--- src/hw/fpu_seq_pkg.sv ---
////////////////////
// FPU sequencer package
// Widths, instruction views, opcode patterns and result tag layout
////////////////////

`default_nettype none

package fpu_seq_pkg;

  localparam int unsigned Flen      = 32;
  localparam int unsigned NrFpr     = 32;
  localparam int unsigned FprTagBit = 5;

  typedef logic [Flen-1:0]          fp_data_t;
  typedef logic [$clog2(NrFpr)-1:0] fpr_addr_t;
  // Top bit set means the result goes back into the FPR
  typedef logic [FprTagBit:0]       issue_id_t;

  typedef struct packed {
    logic [6:0] funct7;
    logic [4:0] rs2;
    logic [4:0] rs1;
    logic [2:0] funct3;
    logic [4:0] rd;
    logic [6:0] opcode;
  } instr_r_t;

  // Fused multiply-add layout
  typedef struct packed {
    logic [4:0] rs3;
    logic [1:0] fmt;
    logic [4:0] rs2;
    logic [4:0] rs1;
    logic [2:0] rm;
    logic [4:0] rd;
    logic [6:0] opcode;
  } instr_r4_t;

  typedef union packed {
    instr_r_t  r;
    instr_r4_t r4;
  } instr_u;

  typedef enum logic [1:0] {
    Forward,
    Arith,
    MoveToInt,
    MoveToFp
  } fp_class_e;

  ////////////////////
  // Instruction patterns
  ////////////////////

  localparam logic [31:0] FaddSMatch    = 32'h0000_0053;
  localparam logic [31:0] FaddSMask     = 32'hFE00_007F;
  localparam logic [31:0] FsubSMatch    = 32'h0800_0053;
  localparam logic [31:0] FsubSMask     = 32'hFE00_007F;
  localparam logic [31:0] FmulSMatch    = 32'h1000_0053;
  localparam logic [31:0] FmulSMask     = 32'hFE00_007F;
  localparam logic [31:0] FdivSMatch    = 32'h1800_0053;
  localparam logic [31:0] FdivSMask     = 32'hFE00_007F;
  localparam logic [31:0] FsqrtSMatch   = 32'h5800_0053;
  localparam logic [31:0] FsqrtSMask    = 32'hFFF0_007F;
  localparam logic [31:0] FsgnjSMatch   = 32'h2000_0053;
  localparam logic [31:0] FsgnjSMask    = 32'hFE00_707F;
  localparam logic [31:0] FminSMatch    = 32'h2800_0053;
  localparam logic [31:0] FminSMask     = 32'hFE00_707F;
  localparam logic [31:0] FmaxSMatch    = 32'h2800_1053;
  localparam logic [31:0] FmaxSMask     = 32'hFE00_707F;
  localparam logic [31:0] FeqSMatch     = 32'hA000_2053;
  localparam logic [31:0] FeqSMask      = 32'hFE00_707F;
  localparam logic [31:0] FltSMatch     = 32'hA000_1053;
  localparam logic [31:0] FltSMask      = 32'hFE00_707F;
  localparam logic [31:0] FleSMatch     = 32'hA000_0053;
  localparam logic [31:0] FleSMask      = 32'hFE00_707F;
  localparam logic [31:0] FclassSMatch  = 32'hE000_1053;
  localparam logic [31:0] FclassSMask   = 32'hFFF0_707F;
  localparam logic [31:0] FcvtSWMatch   = 32'hD000_0053;
  localparam logic [31:0] FcvtSWMask    = 32'hFFF0_007F;
  localparam logic [31:0] FcvtWSMatch   = 32'hC000_0053;
  localparam logic [31:0] FcvtWSMask    = 32'hFFF0_007F;
  localparam logic [31:0] FmaddSMatch   = 32'h0000_0043;
  localparam logic [31:0] FmaddSMask    = 32'h0600_007F;
  localparam logic [31:0] FnmaddSMatch  = 32'h0000_004F;
  localparam logic [31:0] FnmaddSMask   = 32'h0600_007F;
  localparam logic [31:0] FmvXWMatch    = 32'hE000_0053;
  localparam logic [31:0] FmvXWMask     = 32'hFFF0_707F;
  localparam logic [31:0] FmvWXMatch    = 32'hF000_0053;
  localparam logic [31:0] FmvWXMask     = 32'hFFF0_707F;
  localparam logic [31:0] FlwMatch      = 32'h0000_2007;
  localparam logic [31:0] FlwMask       = 32'h0000_707F;
  localparam logic [31:0] FswMatch      = 32'h0000_2027;
  localparam logic [31:0] FswMask       = 32'h0000_707F;
  // Vector ops with a scalar FP operand
  localparam logic [31:0] VfaddVfMatch  = 32'h0000_5057;
  localparam logic [31:0] VfaddVfMask   = 32'hFC00_707F;
  localparam logic [31:0] VfmulVfMatch  = 32'h9000_5057;
  localparam logic [31:0] VfmulVfMask   = 32'hFC00_707F;
  localparam logic [31:0] VfmaccVfMatch = 32'hB000_5057;
  localparam logic [31:0] VfmaccVfMask  = 32'hFC00_707F;

endpackage

`default_nettype wire
--- src/hw/fpu_sequencer.sv ---
////////////////////
// Scalar FP sequencer top
// Sits between the core and the vector accelerator
////////////////////

`timescale 1ns/1ps
`default_nettype none

module fpu_sequencer (
  input  logic                   clk_i,
  input  logic                   reset_i,
  // Core issue channel
  input  logic                   issue_valid_i,
  input  fpu_seq_pkg::instr_u    issue_instr_i,
  input  fpu_seq_pkg::issue_id_t issue_id_i,
  input  fpu_seq_pkg::fp_data_t  issue_rs1_i,
  input  fpu_seq_pkg::fp_data_t  issue_rs2_i,
  output logic                   issue_ready_o,
  output logic                   resp_accept_o,
  output logic                   resp_writeback_o,
  output logic                   resp_exc_o,
  // Accelerator issue channel
  output logic                   acc_valid_o,
  output fpu_seq_pkg::instr_u    acc_instr_o,
  output fpu_seq_pkg::issue_id_t acc_id_o,
  output fpu_seq_pkg::fp_data_t  acc_rs1_o,
  output fpu_seq_pkg::fp_data_t  acc_rs2_o,
  output fpu_seq_pkg::fp_data_t  acc_rs3_o,
  input  logic                   acc_ready_i,
  input  logic                   acc_resp_accept_i,
  input  logic                   acc_resp_writeback_i,
  // Result channels
  input  logic                   acc_result_valid_i,
  input  fpu_seq_pkg::issue_id_t acc_result_id_i,
  input  fpu_seq_pkg::fp_data_t  acc_result_data_i,
  output logic                   acc_result_ready_o,
  output logic                   result_valid_o,
  output fpu_seq_pkg::issue_id_t result_id_o,
  output fpu_seq_pkg::fp_data_t  result_data_o,
  input  logic                   result_ready_i
);

  import fpu_seq_pkg::*;

  fpr_addr_t     fd;
  fpr_addr_t     fs1;
  fpr_addr_t     fs2;
  fpr_addr_t     fs3;
  logic          use_fs1;
  logic          use_fs2;
  logic          use_fs3;
  logic          use_fd;
  fp_class_e     fp_class;
  logic          illegal;
  logic          operands_busy;
  logic          issue_fire;
  logic          sb_set;
  logic          move_full;
  fp_data_t [2:0] fpr_rdata;
  logic          acc_wr_en;
  fpr_addr_t     acc_wr_addr;
  fp_data_t      acc_wr_data;
  logic          mv_wr_en;
  fpr_addr_t     mv_wr_addr;
  fp_data_t      mv_wr_data;

  // rs3 only exists in the R4 view
  assign fd  = issue_instr_i.r.rd;
  assign fs1 = issue_instr_i.r.rs1;
  assign fs2 = issue_instr_i.r.rs2;
  assign fs3 = issue_instr_i.r4.rs3;

  assign acc_instr_o = issue_instr_i;
  assign sb_set      = issue_fire && use_fd && fp_class == Arith;

  fp_decoder fp_decoder_inst (
    .issue_valid_i(issue_valid_i),
    .issue_instr_i(issue_instr_i),
    .use_fs1_o    (use_fs1),
    .use_fs2_o    (use_fs2),
    .use_fs3_o    (use_fs3),
    .use_fd_o     (use_fd),
    .fp_class_o   (fp_class),
    .illegal_o    (illegal)
  );

  fp_regfile fp_regfile_inst (
    .clk_i  (clk_i),
    .raddr_i({fs3, fs2, fs1}),
    .rdata_o(fpr_rdata),
    .we_i   ({mv_wr_en, acc_wr_en}),
    .waddr_i({mv_wr_addr, acc_wr_addr}),
    .wdata_i({mv_wr_data, acc_wr_data})
  );

  fp_scoreboard fp_scoreboard_inst (
    .clk_i     (clk_i),
    .reset_i   (reset_i),
    .use_fs1_i (use_fs1),
    .use_fs2_i (use_fs2),
    .use_fs3_i (use_fs3),
    .use_fd_i  (use_fd),
    .fs1_i     (fs1),
    .fs2_i     (fs2),
    .fs3_i     (fs3),
    .fd_i      (fd),
    .set_i     (sb_set),
    .set_addr_i(fd),
    .clr_i     (acc_wr_en),
    .clr_addr_i(acc_wr_addr),
    .busy_o    (operands_busy)
  );

  fp_dispatcher fp_dispatcher_inst (
    .issue_valid_i       (issue_valid_i),
    .acc_ready_i         (acc_ready_i),
    .busy_i              (operands_busy),
    .move_full_i         (move_full),
    .use_fs1_i           (use_fs1),
    .use_fs2_i           (use_fs2),
    .use_fs3_i           (use_fs3),
    .use_fd_i            (use_fd),
    .fp_class_i          (fp_class),
    .illegal_i           (illegal),
    .fs1_data_i          (fpr_rdata[0]),
    .fs2_data_i          (fpr_rdata[1]),
    .fs3_data_i          (fpr_rdata[2]),
    .issue_rs1_i         (issue_rs1_i),
    .issue_rs2_i         (issue_rs2_i),
    .issue_id_i          (issue_id_i),
    .fd_i                (fd),
    .acc_resp_accept_i   (acc_resp_accept_i),
    .acc_resp_writeback_i(acc_resp_writeback_i),
    .issue_ready_o       (issue_ready_o),
    .issue_fire_o        (issue_fire),
    .acc_valid_o         (acc_valid_o),
    .acc_rs1_o           (acc_rs1_o),
    .acc_rs2_o           (acc_rs2_o),
    .acc_rs3_o           (acc_rs3_o),
    .acc_id_o            (acc_id_o),
    .resp_accept_o       (resp_accept_o),
    .resp_writeback_o    (resp_writeback_o),
    .resp_exc_o          (resp_exc_o)
  );

  fp_retire fp_retire_inst (
    .clk_i             (clk_i),
    .reset_i           (reset_i),
    .acc_result_valid_i(acc_result_valid_i),
    .acc_result_id_i   (acc_result_id_i),
    .acc_result_data_i (acc_result_data_i),
    .acc_result_ready_o(acc_result_ready_o),
    .result_valid_o    (result_valid_o),
    .result_id_o       (result_id_o),
    .result_data_o     (result_data_o),
    .result_ready_i    (result_ready_i),
    .issue_fire_i      (issue_fire),
    .fp_class_i        (fp_class),
    .issue_id_i        (issue_id_i),
    .fd_i              (fd),
    .fs1_data_i        (fpr_rdata[0]),
    .issue_rs1_i       (issue_rs1_i),
    .acc_wr_en_o       (acc_wr_en),
    .acc_wr_addr_o     (acc_wr_addr),
    .acc_wr_data_o     (acc_wr_data),
    .mv_wr_en_o        (mv_wr_en),
    .mv_wr_addr_o      (mv_wr_addr),
    .mv_wr_data_o      (mv_wr_data),
    .move_full_o       (move_full)
  );

endmodule

`default_nettype wire

--- src/hw/fp_retire.sv ---
////////////////////
// Result retire
// Routes accelerator results and buffers one move result
////////////////////

`timescale 1ns/1ps
`default_nettype none

module fp_retire (
  input  logic                   clk_i,
  input  logic                   reset_i,
  input  logic                   acc_result_valid_i,
  input  fpu_seq_pkg::issue_id_t acc_result_id_i,
  input  fpu_seq_pkg::fp_data_t  acc_result_data_i,
  output logic                   acc_result_ready_o,
  output logic                   result_valid_o,
  output fpu_seq_pkg::issue_id_t result_id_o,
  output fpu_seq_pkg::fp_data_t  result_data_o,
  input  logic                   result_ready_i,
  input  logic                   issue_fire_i,
  input  fpu_seq_pkg::fp_class_e fp_class_i,
  input  fpu_seq_pkg::issue_id_t issue_id_i,
  input  fpu_seq_pkg::fpr_addr_t fd_i,
  input  fpu_seq_pkg::fp_data_t  fs1_data_i,
  input  fpu_seq_pkg::fp_data_t  issue_rs1_i,
  output logic                   acc_wr_en_o,
  output fpu_seq_pkg::fpr_addr_t acc_wr_addr_o,
  output fpu_seq_pkg::fp_data_t  acc_wr_data_o,
  output logic                   mv_wr_en_o,
  output fpu_seq_pkg::fpr_addr_t mv_wr_addr_o,
  output fpu_seq_pkg::fp_data_t  mv_wr_data_o,
  output logic                   move_full_o
);

  import fpu_seq_pkg::*;

  logic      acc_to_core;
  logic      mv_load;
  logic      mv_pop;
  logic      mv_valid_q;
  issue_id_t mv_id_q;
  fp_data_t  mv_data_q;

  assign acc_to_core = acc_result_valid_i && !acc_result_id_i[FprTagBit];

  ////////////////////
  // FPR writes
  ////////////////////

  // Tagged results never wait
  assign acc_result_ready_o = acc_result_id_i[FprTagBit] || result_ready_i;
  assign acc_wr_en_o        = acc_result_valid_i && acc_result_id_i[FprTagBit];
  assign acc_wr_addr_o      = acc_result_id_i[FprTagBit-1:0];
  assign acc_wr_data_o      = acc_result_data_i;

  assign mv_wr_en_o   = issue_fire_i && fp_class_i == MoveToFp;
  assign mv_wr_addr_o = fd_i;
  assign mv_wr_data_o = issue_rs1_i;

  ////////////////////
  // Move buffer
  ////////////////////

  assign mv_load = issue_fire_i && fp_class_i == MoveToInt;
  // Drains only when the accelerator leaves the channel free
  assign mv_pop  = mv_valid_q && !acc_to_core && result_ready_i;

  always_ff @(posedge clk_i) begin
    if (reset_i) begin
      mv_valid_q <= 1'b0;
    end else if (mv_load) begin
      mv_valid_q <= 1'b1;
    end else if (mv_pop) begin
      mv_valid_q <= 1'b0;
    end
  end

  always_ff @(posedge clk_i) begin
    if (mv_load) begin
      mv_id_q   <= issue_id_i;
      mv_data_q <= fs1_data_i;
    end
  end

  assign move_full_o = mv_valid_q;

  // Accelerator results go first
  assign result_valid_o = acc_to_core || mv_valid_q;
  assign result_id_o    = acc_to_core ? acc_result_id_i : mv_id_q;
  assign result_data_o  = acc_to_core ? acc_result_data_i : mv_data_q;

  result_hold_a : assert property (@(posedge clk_i) disable iff (reset_i)
    result_valid_o && !result_ready_i |=> result_valid_o);

endmodule

`default_nettype wire

--- src/hw/fp_dispatcher.sv ---
////////////////////
// Issue dispatcher
// Handshake, operand substitution, tagging and response
////////////////////

`timescale 1ns/1ps
`default_nettype none

module fp_dispatcher (
  input  logic                   issue_valid_i,
  input  logic                   acc_ready_i,
  input  logic                   busy_i,
  input  logic                   move_full_i,
  input  logic                   use_fs1_i,
  input  logic                   use_fs2_i,
  input  logic                   use_fs3_i,
  input  logic                   use_fd_i,
  input  fpu_seq_pkg::fp_class_e fp_class_i,
  input  logic                   illegal_i,
  input  fpu_seq_pkg::fp_data_t  fs1_data_i,
  input  fpu_seq_pkg::fp_data_t  fs2_data_i,
  input  fpu_seq_pkg::fp_data_t  fs3_data_i,
  input  fpu_seq_pkg::fp_data_t  issue_rs1_i,
  input  fpu_seq_pkg::fp_data_t  issue_rs2_i,
  input  fpu_seq_pkg::issue_id_t issue_id_i,
  input  fpu_seq_pkg::fpr_addr_t fd_i,
  input  logic                   acc_resp_accept_i,
  input  logic                   acc_resp_writeback_i,
  output logic                   issue_ready_o,
  output logic                   issue_fire_o,
  output logic                   acc_valid_o,
  output fpu_seq_pkg::fp_data_t  acc_rs1_o,
  output fpu_seq_pkg::fp_data_t  acc_rs2_o,
  output fpu_seq_pkg::fp_data_t  acc_rs3_o,
  output fpu_seq_pkg::issue_id_t acc_id_o,
  output logic                   resp_accept_o,
  output logic                   resp_writeback_o,
  output logic                   resp_exc_o
);

  import fpu_seq_pkg::*;

  logic is_local;
  logic writes_fpr;
  logic stall;

  // Moves and illegal ops never reach the accelerator
  assign is_local   = illegal_i || fp_class_i == MoveToInt || fp_class_i == MoveToFp;
  assign writes_fpr = fp_class_i == Arith && use_fd_i;
  assign stall      = busy_i || (fp_class_i == MoveToInt && move_full_i);

  assign acc_valid_o   = issue_valid_i && !is_local && !busy_i;
  assign issue_ready_o = issue_valid_i && !stall && (is_local || acc_ready_i);
  assign issue_fire_o  = issue_valid_i && issue_ready_o;

  // FPR values replace the integer operands
  assign acc_rs1_o = use_fs1_i ? fs1_data_i : issue_rs1_i;
  assign acc_rs2_o = use_fs2_i ? fs2_data_i : issue_rs2_i;
  assign acc_rs3_o = use_fs3_i ? fs3_data_i : '0;
  assign acc_id_o  = writes_fpr ? {1'b1, fd_i} : issue_id_i;

  always_comb begin
    if (is_local) begin
      resp_accept_o    = fp_class_i == MoveToInt;
      resp_writeback_o = fp_class_i == MoveToInt;
      resp_exc_o       = illegal_i;
    end else begin
      resp_accept_o    = acc_resp_accept_i;
      resp_writeback_o = acc_resp_writeback_i;
      resp_exc_o       = 1'b0;
    end
  end

endmodule

`default_nettype wire

--- src/hw/fp_scoreboard.sv ---
////////////////////
// FPR scoreboard
// One pending bit per register, operand hazard check
////////////////////

`timescale 1ns/1ps
`default_nettype none

module fp_scoreboard (
  input  logic                   clk_i,
  input  logic                   reset_i,
  input  logic                   use_fs1_i,
  input  logic                   use_fs2_i,
  input  logic                   use_fs3_i,
  input  logic                   use_fd_i,
  input  fpu_seq_pkg::fpr_addr_t fs1_i,
  input  fpu_seq_pkg::fpr_addr_t fs2_i,
  input  fpu_seq_pkg::fpr_addr_t fs3_i,
  input  fpu_seq_pkg::fpr_addr_t fd_i,
  input  logic                   set_i,
  input  fpu_seq_pkg::fpr_addr_t set_addr_i,
  input  logic                   clr_i,
  input  fpu_seq_pkg::fpr_addr_t clr_addr_i,
  output logic                   busy_o
);

  import fpu_seq_pkg::*;

  logic [NrFpr-1:0] pending_q;

  always_ff @(posedge clk_i) begin
    if (reset_i) begin
      pending_q <= '0;
    end else begin
      if (clr_i) begin
        pending_q[clr_addr_i] <= 1'b0;
      end
      if (set_i) begin
        pending_q[set_addr_i] <= 1'b1;
      end
    end
  end

  // RAW on sources, WAW on the destination
  assign busy_o = (use_fs1_i && pending_q[fs1_i]) || (use_fs2_i && pending_q[fs2_i]) ||
                  (use_fs3_i && pending_q[fs3_i]) || (use_fd_i && pending_q[fd_i]);

  // Tagged results only come back for issued writes
  clr_after_set_a : assert property (@(posedge clk_i) disable iff (reset_i)
    clr_i |-> pending_q[clr_addr_i]);

endmodule

`default_nettype wire

--- src/hw/fp_regfile.sv ---
////////////////////
// Scalar FP register file
// 32 entries, three read ports, two write ports
////////////////////

`timescale 1ns/1ps
`default_nettype none

module fp_regfile (
  input  logic                         clk_i,
  input  fpu_seq_pkg::fpr_addr_t [2:0] raddr_i,
  output fpu_seq_pkg::fp_data_t  [2:0] rdata_o,
  input  logic                   [1:0] we_i,
  input  fpu_seq_pkg::fpr_addr_t [1:0] waddr_i,
  input  fpu_seq_pkg::fp_data_t  [1:0] wdata_i
);

  import fpu_seq_pkg::*;

  fp_data_t mem_q [NrFpr];

  always_ff @(posedge clk_i) begin
    for (int p = 0; p < 2; p++) begin
      if (we_i[p]) begin
        mem_q[waddr_i[p]] <= wdata_i[p];
      end
    end
  end

  // Reads see the array as of the last edge
  always_comb begin
    for (int r = 0; r < 3; r++) begin
      rdata_o[r] = mem_q[raddr_i[r]];
    end
  end

  // Scoreboard keeps result and move writes apart
  no_write_clash_a : assert property (@(posedge clk_i)
    !(we_i[0] && we_i[1] && waddr_i[0] == waddr_i[1]));

endmodule

`default_nettype wire

--- src/hw/fp_decoder.sv ---
////////////////////
// FP instruction decoder
// Register-use flags, instruction class and legality
////////////////////

`timescale 1ns/1ps
`default_nettype none

module fp_decoder (
  input  logic                   issue_valid_i,
  input  fpu_seq_pkg::instr_u    issue_instr_i,
  output logic                   use_fs1_o,
  output logic                   use_fs2_o,
  output logic                   use_fs3_o,
  output logic                   use_fd_o,
  output fpu_seq_pkg::fp_class_e fp_class_o,
  output logic                   illegal_o
);

  import fpu_seq_pkg::*;

  function automatic logic hit(input logic [31:0] word, input logic [31:0] match,
                               input logic [31:0] mask);
    return (word & mask) == match;
  endfunction

  logic [31:0] word;
  logic        is_two_op;
  logic        is_three_op;
  logic        is_cvt_s_w;
  logic        is_one_op;
  logic        is_to_int;
  logic        is_vf;
  logic        is_dropped;

  assign word = issue_instr_i.r;

  // Grouped by operand count
  assign is_two_op = hit(word, FaddSMatch, FaddSMask) || hit(word, FsubSMatch, FsubSMask) ||
                     hit(word, FmulSMatch, FmulSMask) || hit(word, FsgnjSMatch, FsgnjSMask) ||
                     hit(word, FminSMatch, FminSMask) || hit(word, FmaxSMatch, FmaxSMask) ||
                     hit(word, FeqSMatch, FeqSMask) || hit(word, FltSMatch, FltSMask) ||
                     hit(word, FleSMatch, FleSMask);
  assign is_three_op = hit(word, FmaddSMatch, FmaddSMask) ||
                       hit(word, FnmaddSMatch, FnmaddSMask);
  assign is_cvt_s_w  = hit(word, FcvtSWMatch, FcvtSWMask);
  assign is_one_op   = is_cvt_s_w || hit(word, FcvtWSMatch, FcvtWSMask) ||
                       hit(word, FclassSMatch, FclassSMask);

  // Results that land in the integer file
  assign is_to_int = hit(word, FeqSMatch, FeqSMask) || hit(word, FltSMatch, FltSMask) ||
                     hit(word, FleSMatch, FleSMask) || hit(word, FclassSMatch, FclassSMask) ||
                     hit(word, FcvtWSMatch, FcvtWSMask);

  assign is_vf = hit(word, VfaddVfMatch, VfaddVfMask) || hit(word, VfmulVfMatch, VfmulVfMask) ||
                 hit(word, VfmaccVfMatch, VfmaccVfMask);

  // No divider and no FP load/store unit
  assign is_dropped = hit(word, FdivSMatch, FdivSMask) || hit(word, FsqrtSMatch, FsqrtSMask) ||
                      hit(word, FlwMatch, FlwMask) || hit(word, FswMatch, FswMask);

  always_comb begin
    use_fs1_o  = 1'b0;
    use_fs2_o  = 1'b0;
    use_fs3_o  = 1'b0;
    use_fd_o   = 1'b0;
    fp_class_o = Forward;
    illegal_o  = 1'b0;
    if (issue_valid_i) begin
      if (is_dropped) begin
        illegal_o = 1'b1;
      end else if (hit(word, FmvXWMatch, FmvXWMask)) begin
        fp_class_o = MoveToInt;
        use_fs1_o  = 1'b1;
      end else if (hit(word, FmvWXMatch, FmvWXMask)) begin
        fp_class_o = MoveToFp;
        use_fd_o   = 1'b1;
      end else if (is_vf) begin
        fp_class_o = Arith;
        use_fs1_o  = 1'b1;
      end else if (is_two_op || is_three_op || is_one_op) begin
        fp_class_o = Arith;
        use_fs1_o  = !is_cvt_s_w;
        use_fs2_o  = is_two_op || is_three_op;
        use_fs3_o  = is_three_op;
        use_fd_o   = !is_to_int;
      end
    end
  end

endmodule

`default_nettype wire

--- config.mk ---
export PLATFORM = sky130hd
export DESIGN_NAME = fpu_sequencer
export DESIGN_NICKNAME = d
export VERILOG_FILES = /design/src/hw/fpu_seq_pkg.sv /design/src/hw/fpu_sequencer.sv /design/src/hw/fp_retire.sv /design/src/hw/fp_dispatcher.sv /design/src/hw/fp_scoreboard.sv /design/src/hw/fp_regfile.sv /design/src/hw/fp_decoder.sv
export SDC_FILE = /design/constraint.sdc
export NUM_CORES = 2
export LEC_CHECK = 0
export BUFFER_PORTS_ARGS = -buffer_cell sky130_fd_sc_hd__clkbuf_2
export CELL_PAD_IN_SITES_DETAIL_PLACEMENT = 1
export CELL_PAD_IN_SITES_GLOBAL_PLACEMENT = 1
export CORE_AREA = 2 2 295 588
export DETAILED_ROUTE_END_ITERATION = 7
export DIE_AREA = 0 0 297 590
export GPL_TIMING_DRIVEN = 0
export PLACE_DENSITY_LB_ADDON = 0.1
export REMOVE_ABC_BUFFERS = 1
export SKIP_CTS_REPAIR_TIMING = 1
export SLEW_MARGIN = 20
export SYNTH_ARGS = -nofsm -noshare
export SYNTH_HDL_FRONTEND = slang
export SYNTH_SLANG_ARGS = --single-unit
--- constraint.sdc ---
create_clock -name clk_i -period 6.74 [get_ports clk_i]
set_input_delay 1.685 -clock clk_i [delete_from_list [all_inputs] [get_ports clk_i]]
set_output_delay 1.685 -clock clk_i [all_outputs]
set_load 0.005 [all_outputs]
Yosys cells after proc, flatten, opt, wreduce, memory -nomap -nowiden. Memory sizes are Yosys's and may differ from the RTL's. Index checks and enable logic that the tools add are counted.

RAM bits: 1024. Word-level logic and storage cells: 163. Bits in read-only memories: 0. Input port bits: 148. Memories kept: 1. Output and inout port bits: 179. Bits in latches: 0. Bits in registers: 71.

Memory list: fp_regfile_inst.mem_q (words 32, bits a word 32, read ports 3, clocked after Yosys merged registers in 0, write ports 2, RTL line fp_regfile.sv:20) `fp_data_t mem_q [NrFpr];`.

Equal/unequal tests: 26. Multiply operators: 0. Reductions and logical operators: 60. Bitwise logic cells: 3. Shifts and indexed selects: 0. Div/mod/pow operators: 0. $add $sub $neg: 0. Magnitude comparators: 7. Mux-type cells: 62.

Operators with widths (count): two-way mux 32 bit (7); == test 22 bit, second input constant (3); == test 17 x 15 -> 1 bit, second input constant (3); == test 17 bit, second input constant (3); two-way mux 1 bit (42); == test 19 bit, second input constant (2); bitwise AND 32 bit (1); == test 16 bit, second input constant (2); inverter 32 bit (1); bitwise OR 32 bit (1); logical OR 1 bit (31); less-than comparator 5 x 6 -> 1 bit, second input constant (5); == test 14 x 11 -> 1 bit, second input constant (2); logical AND 1 bit (21); binary-select mux 1 bit (select 5 bit) (4); == test 10 x 9 -> 1 bit, second input constant (2); == test 19 x 18 -> 1 bit, second input constant (1); == test 9 x 7 -> 1 bit, second input constant (2); == test 16 x 10 -> 1 bit, second input constant (1); == test 14 x 10 -> 1 bit, second input constant (1); == test 14 x 7 -> 1 bit, second input constant (1); two-way mux 6 bit (2); demux 1 bit (select 5 bit) (2); >= comparator 5 x 1 -> 1 bit, second input constant (2); 5 further kinds (16).

Longest topological paths before layout.
Word-level depth: 29. Mapped depth: 12. Mapped depth without buffers: 7.

Cells and area by module. From an unflattened synthesis, not the netlist that was laid out.

Cell total of the unflattened synthesis: 6535. Area total of the unflattened synthesis: 76952.6 um2.

Modules (own cells, without submodules): fp_regfile (cells each 5913, area each 70287.4 um2, instances 1); fp_scoreboard (cells each 247, area each 2459.9 um2, instances 1); fp_retire (cells each 164, area each 2387.3 um2, instances 1); fp_dispatcher (cells each 124, area each 1206.2 um2, instances 1); fp_decoder (cells each 54, area each 361.6 um2, instances 1); fpu_sequencer (cells each 33, area each 250.2 um2, instances 1).

Least setup slack after synthesis. Ideal clock, no wire load.

Path type: input -> output. Start: in issue_instr_i[15] (netlist bit). End: out acc_rs1_o[0]. Cell stages on the path: 7. Data required time: 5.055 ns. Arrival time: 4.179 ns. Setup slack: 0.876 ns. Buffers on the path: 3. Cell sequence: buf_2 -> clkbuf_1 -> buf_1 -> mux4_2 -> mux4_2 -> mux2_2 -> mux2_2.

Longest elaborated chain between the ends: 2.

RTL lines: start, declared (RTL line fpu_sequencer.sv:14) `input fpu_seq_pkg::instr_u issue_instr_i,`; memory read (32 x 32 bit); via fp_dispatcher_inst.fs1_data_i[0] (RTL line fp_dispatcher.sv:20) `input fpu_seq_pkg::fp_data_t fs1_data_i,`; two-way mux 32 bit (RTL line fp_dispatcher.sv:57) `assign acc_rs1_o = use_fs1_i ? fs1_data_i : issue_rs1_i;`; end, declared (RTL line fpu_sequencer.sv:26) `output fpu_seq_pkg::fp_data_t acc_rs1_o,`.

The timed path passes the listed nets, and every way through them passes these cells.

==> results.md <==
- Status: completed
- Mapped Area: about 0.076 mm^2
- DRC: 0
- Max_cap viols: 0
- Util after Layout: between 50 and 60%
- TNS Setup: 0 ns
- Tmin final: roughly 6.7 ns
- WP data required: just over 7 ns
- Yosys Warn Count: 0
- CTS clk-pin slew, worst paths: 0.06 ns
- EDFF count, synth: 1,062
- Max-Slew Margin vs Limit: between 20% and 30%
- Sequential share of the synthesized area: 42.6%
- Mapped Cells: around 4,700
- Final Max Tran Viols: 0
- Pwr dens: 191 mW/mm^2
- Rows: around 220
- Worst vdd ir: between 0.15 and 0.2 mV
- Largest net degree at the start of global routing: between 60 and 70
- Post-synth top area cell: edfxtp_1
- CP endpoint kind: flip-flop
- Worst hold margin: roughly 0.5 ns
- Vias in the first global route: between 50,000 and 60,000
- WL met1: ~110 mm
- Top-area cell type share of the netlist area: between 40% and 50%
- Synth area leaders: edfxtp_1 (42%), mux4_2 (26%), mux2_4 (9.1%)
- TritonCTS clock tree: yes
- Most frequent cells in the layout: edfxtp_1 (1,062), mux4_2 (880), mux2_4 (464)
- Nets@finish: between 4,000 and 5,000
- Effective utilization at floorplan: about 45%
- Die X: approximately 300 um
- Via Count: around 51,000
- Crit-path max FO: 43
- GPL Wtd Cong: around 0.85
- CP arrival: 7.11 ns
- Routed WL per cell: between 40 and 50 um
- Highest Signal Layer: met5
- CTS max path bufs: 3
- Overflow after GRT: 0
- Root Driver: clkbuf_16
- LEAKAGE: around 30 nW
- H-tree levels: 3
- Critical Path Source Type: input pin
- FFs w/ async S/R, synth: 0%
- Total chip power: 16.5 mW
- Post-detail-place hpwl: 200 mm
- First-pass GRT wire length: between 400 and 500 mm
- Met3 WL: 25.0 mm
- Inserted Clock Buffers: between 100 and 150
- Post-Route Skew: around 0.027 ns
- Final Hold Vio Count: 0
- Chip Height: 590 um
- Final setup fails: 0
- Least-Margin Pin Slew: approximately 1.1 ns
- Total GRT Usage: between 30% and 40%
- Via density: a little over 7
- Post-DP Area: between 0.08 and 0.09 mm^2
- Final Instance Area: roughly 0.086 mm^2
- Setup WS pre-CTS: -1.10 ns
- Cell variety after synth: slightly below 70
- Setup ws final: ~0.037 ns
- Post-route ant nets: 0
- Share of cells above drive strength 1: 53.5%
- Fill cell total of the finished layout: 15,900
- Critical path class: input pin to flip-flop
- Area Growth Syn to Fin: 12.6%
- Clk_lat worst skew: 0.73 ns
- Commonest non-fill, non-tap cell in the layout: edfxtp_1
- Final non-filler cell total: 7,031
- TritonRoute pass-1 iters: 7
- Fmax: around 150 MHz
- Dpl cells: ~7,000
- Avg Cell Area, Syn: about 16 um^2
- Hold Path Class: flip-flop to flip-flop
- # IOs: between 300 and 400
- DRT iter0 DRCs: approximately 5,900
- Port bufs: ~330
- Wire length on met2: around 160 mm
- FF+latch count, synth: 1,095
- Final wirelength: approximately 320 mm
- Core ar.: roughly 0.17 mm^2
- CTS sink cnt: ~1,100
- Antenna violations before repair: 7
- Leading register cell type out of synthesis: edfxtp_1
- Final period util: 99.5%
- Die footprint: approximately 0.18 mm^2
layer usage:
metal	GRT usage (%)	vias to the layer above
met1	43.3	27600
met3	5.69	896
met5	0	-
met2	59.8	2946
li1	-	19400
met4	21.2	2
sequential cells by signal (all words and copies together), names as in the netlist:
signal / flops
fp_retire_inst.mv_id_q: 6
fp_regfile_inst.mem_q: 1024
fp_retire_inst.move_full_o: 1
fp_scoreboard_inst.pending_q: 32
fp_retire_inst.mv_data_q: 32
cell type report:
class                      count  area, um^2  area share [%]
tap                         2278        2850            3.31
sequential                  1095       32600            37.8
inverter                       8        55.1          0.0640
timing repair buffer         527        5940            6.91
antenna                        2        5.00         0.00581
clock buffer                 135        2920            3.39
clock inverter                70         716           0.831
multi-input combinational   2916       41000            47.7
logic make-up (layout without fill, tap and decap cells):
kind of cell / count (synthesis) / in the layout / share of synthesized area [%]
flops: 1095 / 1095 / 42.6
buf+inv: 639 / 740 / 4.29
simple gates: 425 / 425 / 3.36
compound gates: 306 / 306 / 2.62
other cells: 0 / 2 / 0
mux: 2185 / 2185 / 47.1
worst max-delay path: stages:
cell	delay (ns)
clkbuf_8	0.44
buf_16	0.33
and2_4	0.34
or3b_4	0.45
nor3_4	0.33
and4_4	0.77
and3b_1	0.76
nand3_4	0.50
buf_12	0.36
nand2_4	0.60
buf_12	0.30
power by group:
part	internal (mW)	switching [mW]	total [mW]
Clock	3.61	2.92	6.53
Sequential	7.51	0.0264	7.53
Combinational	1.14	1.26	2.39
synthesized netlist by cell type (70+ instances only):
library cell,n
mux4_2,880
mux2i_1,175
buf_2,73
mux2_2,405
mux2_1,261
o21ai_0,74
edfxtp_1,1062
buf_6,70
clkbuf_1,341
buf_1,82
nand2_1,144
mux2_4,464
worst paths after layout:
check	from	endpoint	slack (ns)	cells after the start
max	issue_instr_i[30]	fp_regfile_inst.mem_q[29][4]$_DFFE_PP_	0.04	11
min	fp_retire_inst.move_full_o$_SDFFE_PP0P_	fp_retire_inst.move_full_o$_SDFFE_PP0P_	0.51	2
max reg2reg	fp_scoreboard_inst.pending_q[27]$_SDFF_PP0_	fp_regfile_inst.mem_q[30][16]$_DFFE_PP_	2.17	7
min reg2reg	fp_retire_inst.move_full_o$_SDFFE_PP0P_	fp_retire_inst.move_full_o$_SDFFE_PP0P_	0.51	2
(Power assumes the default switching activity.)
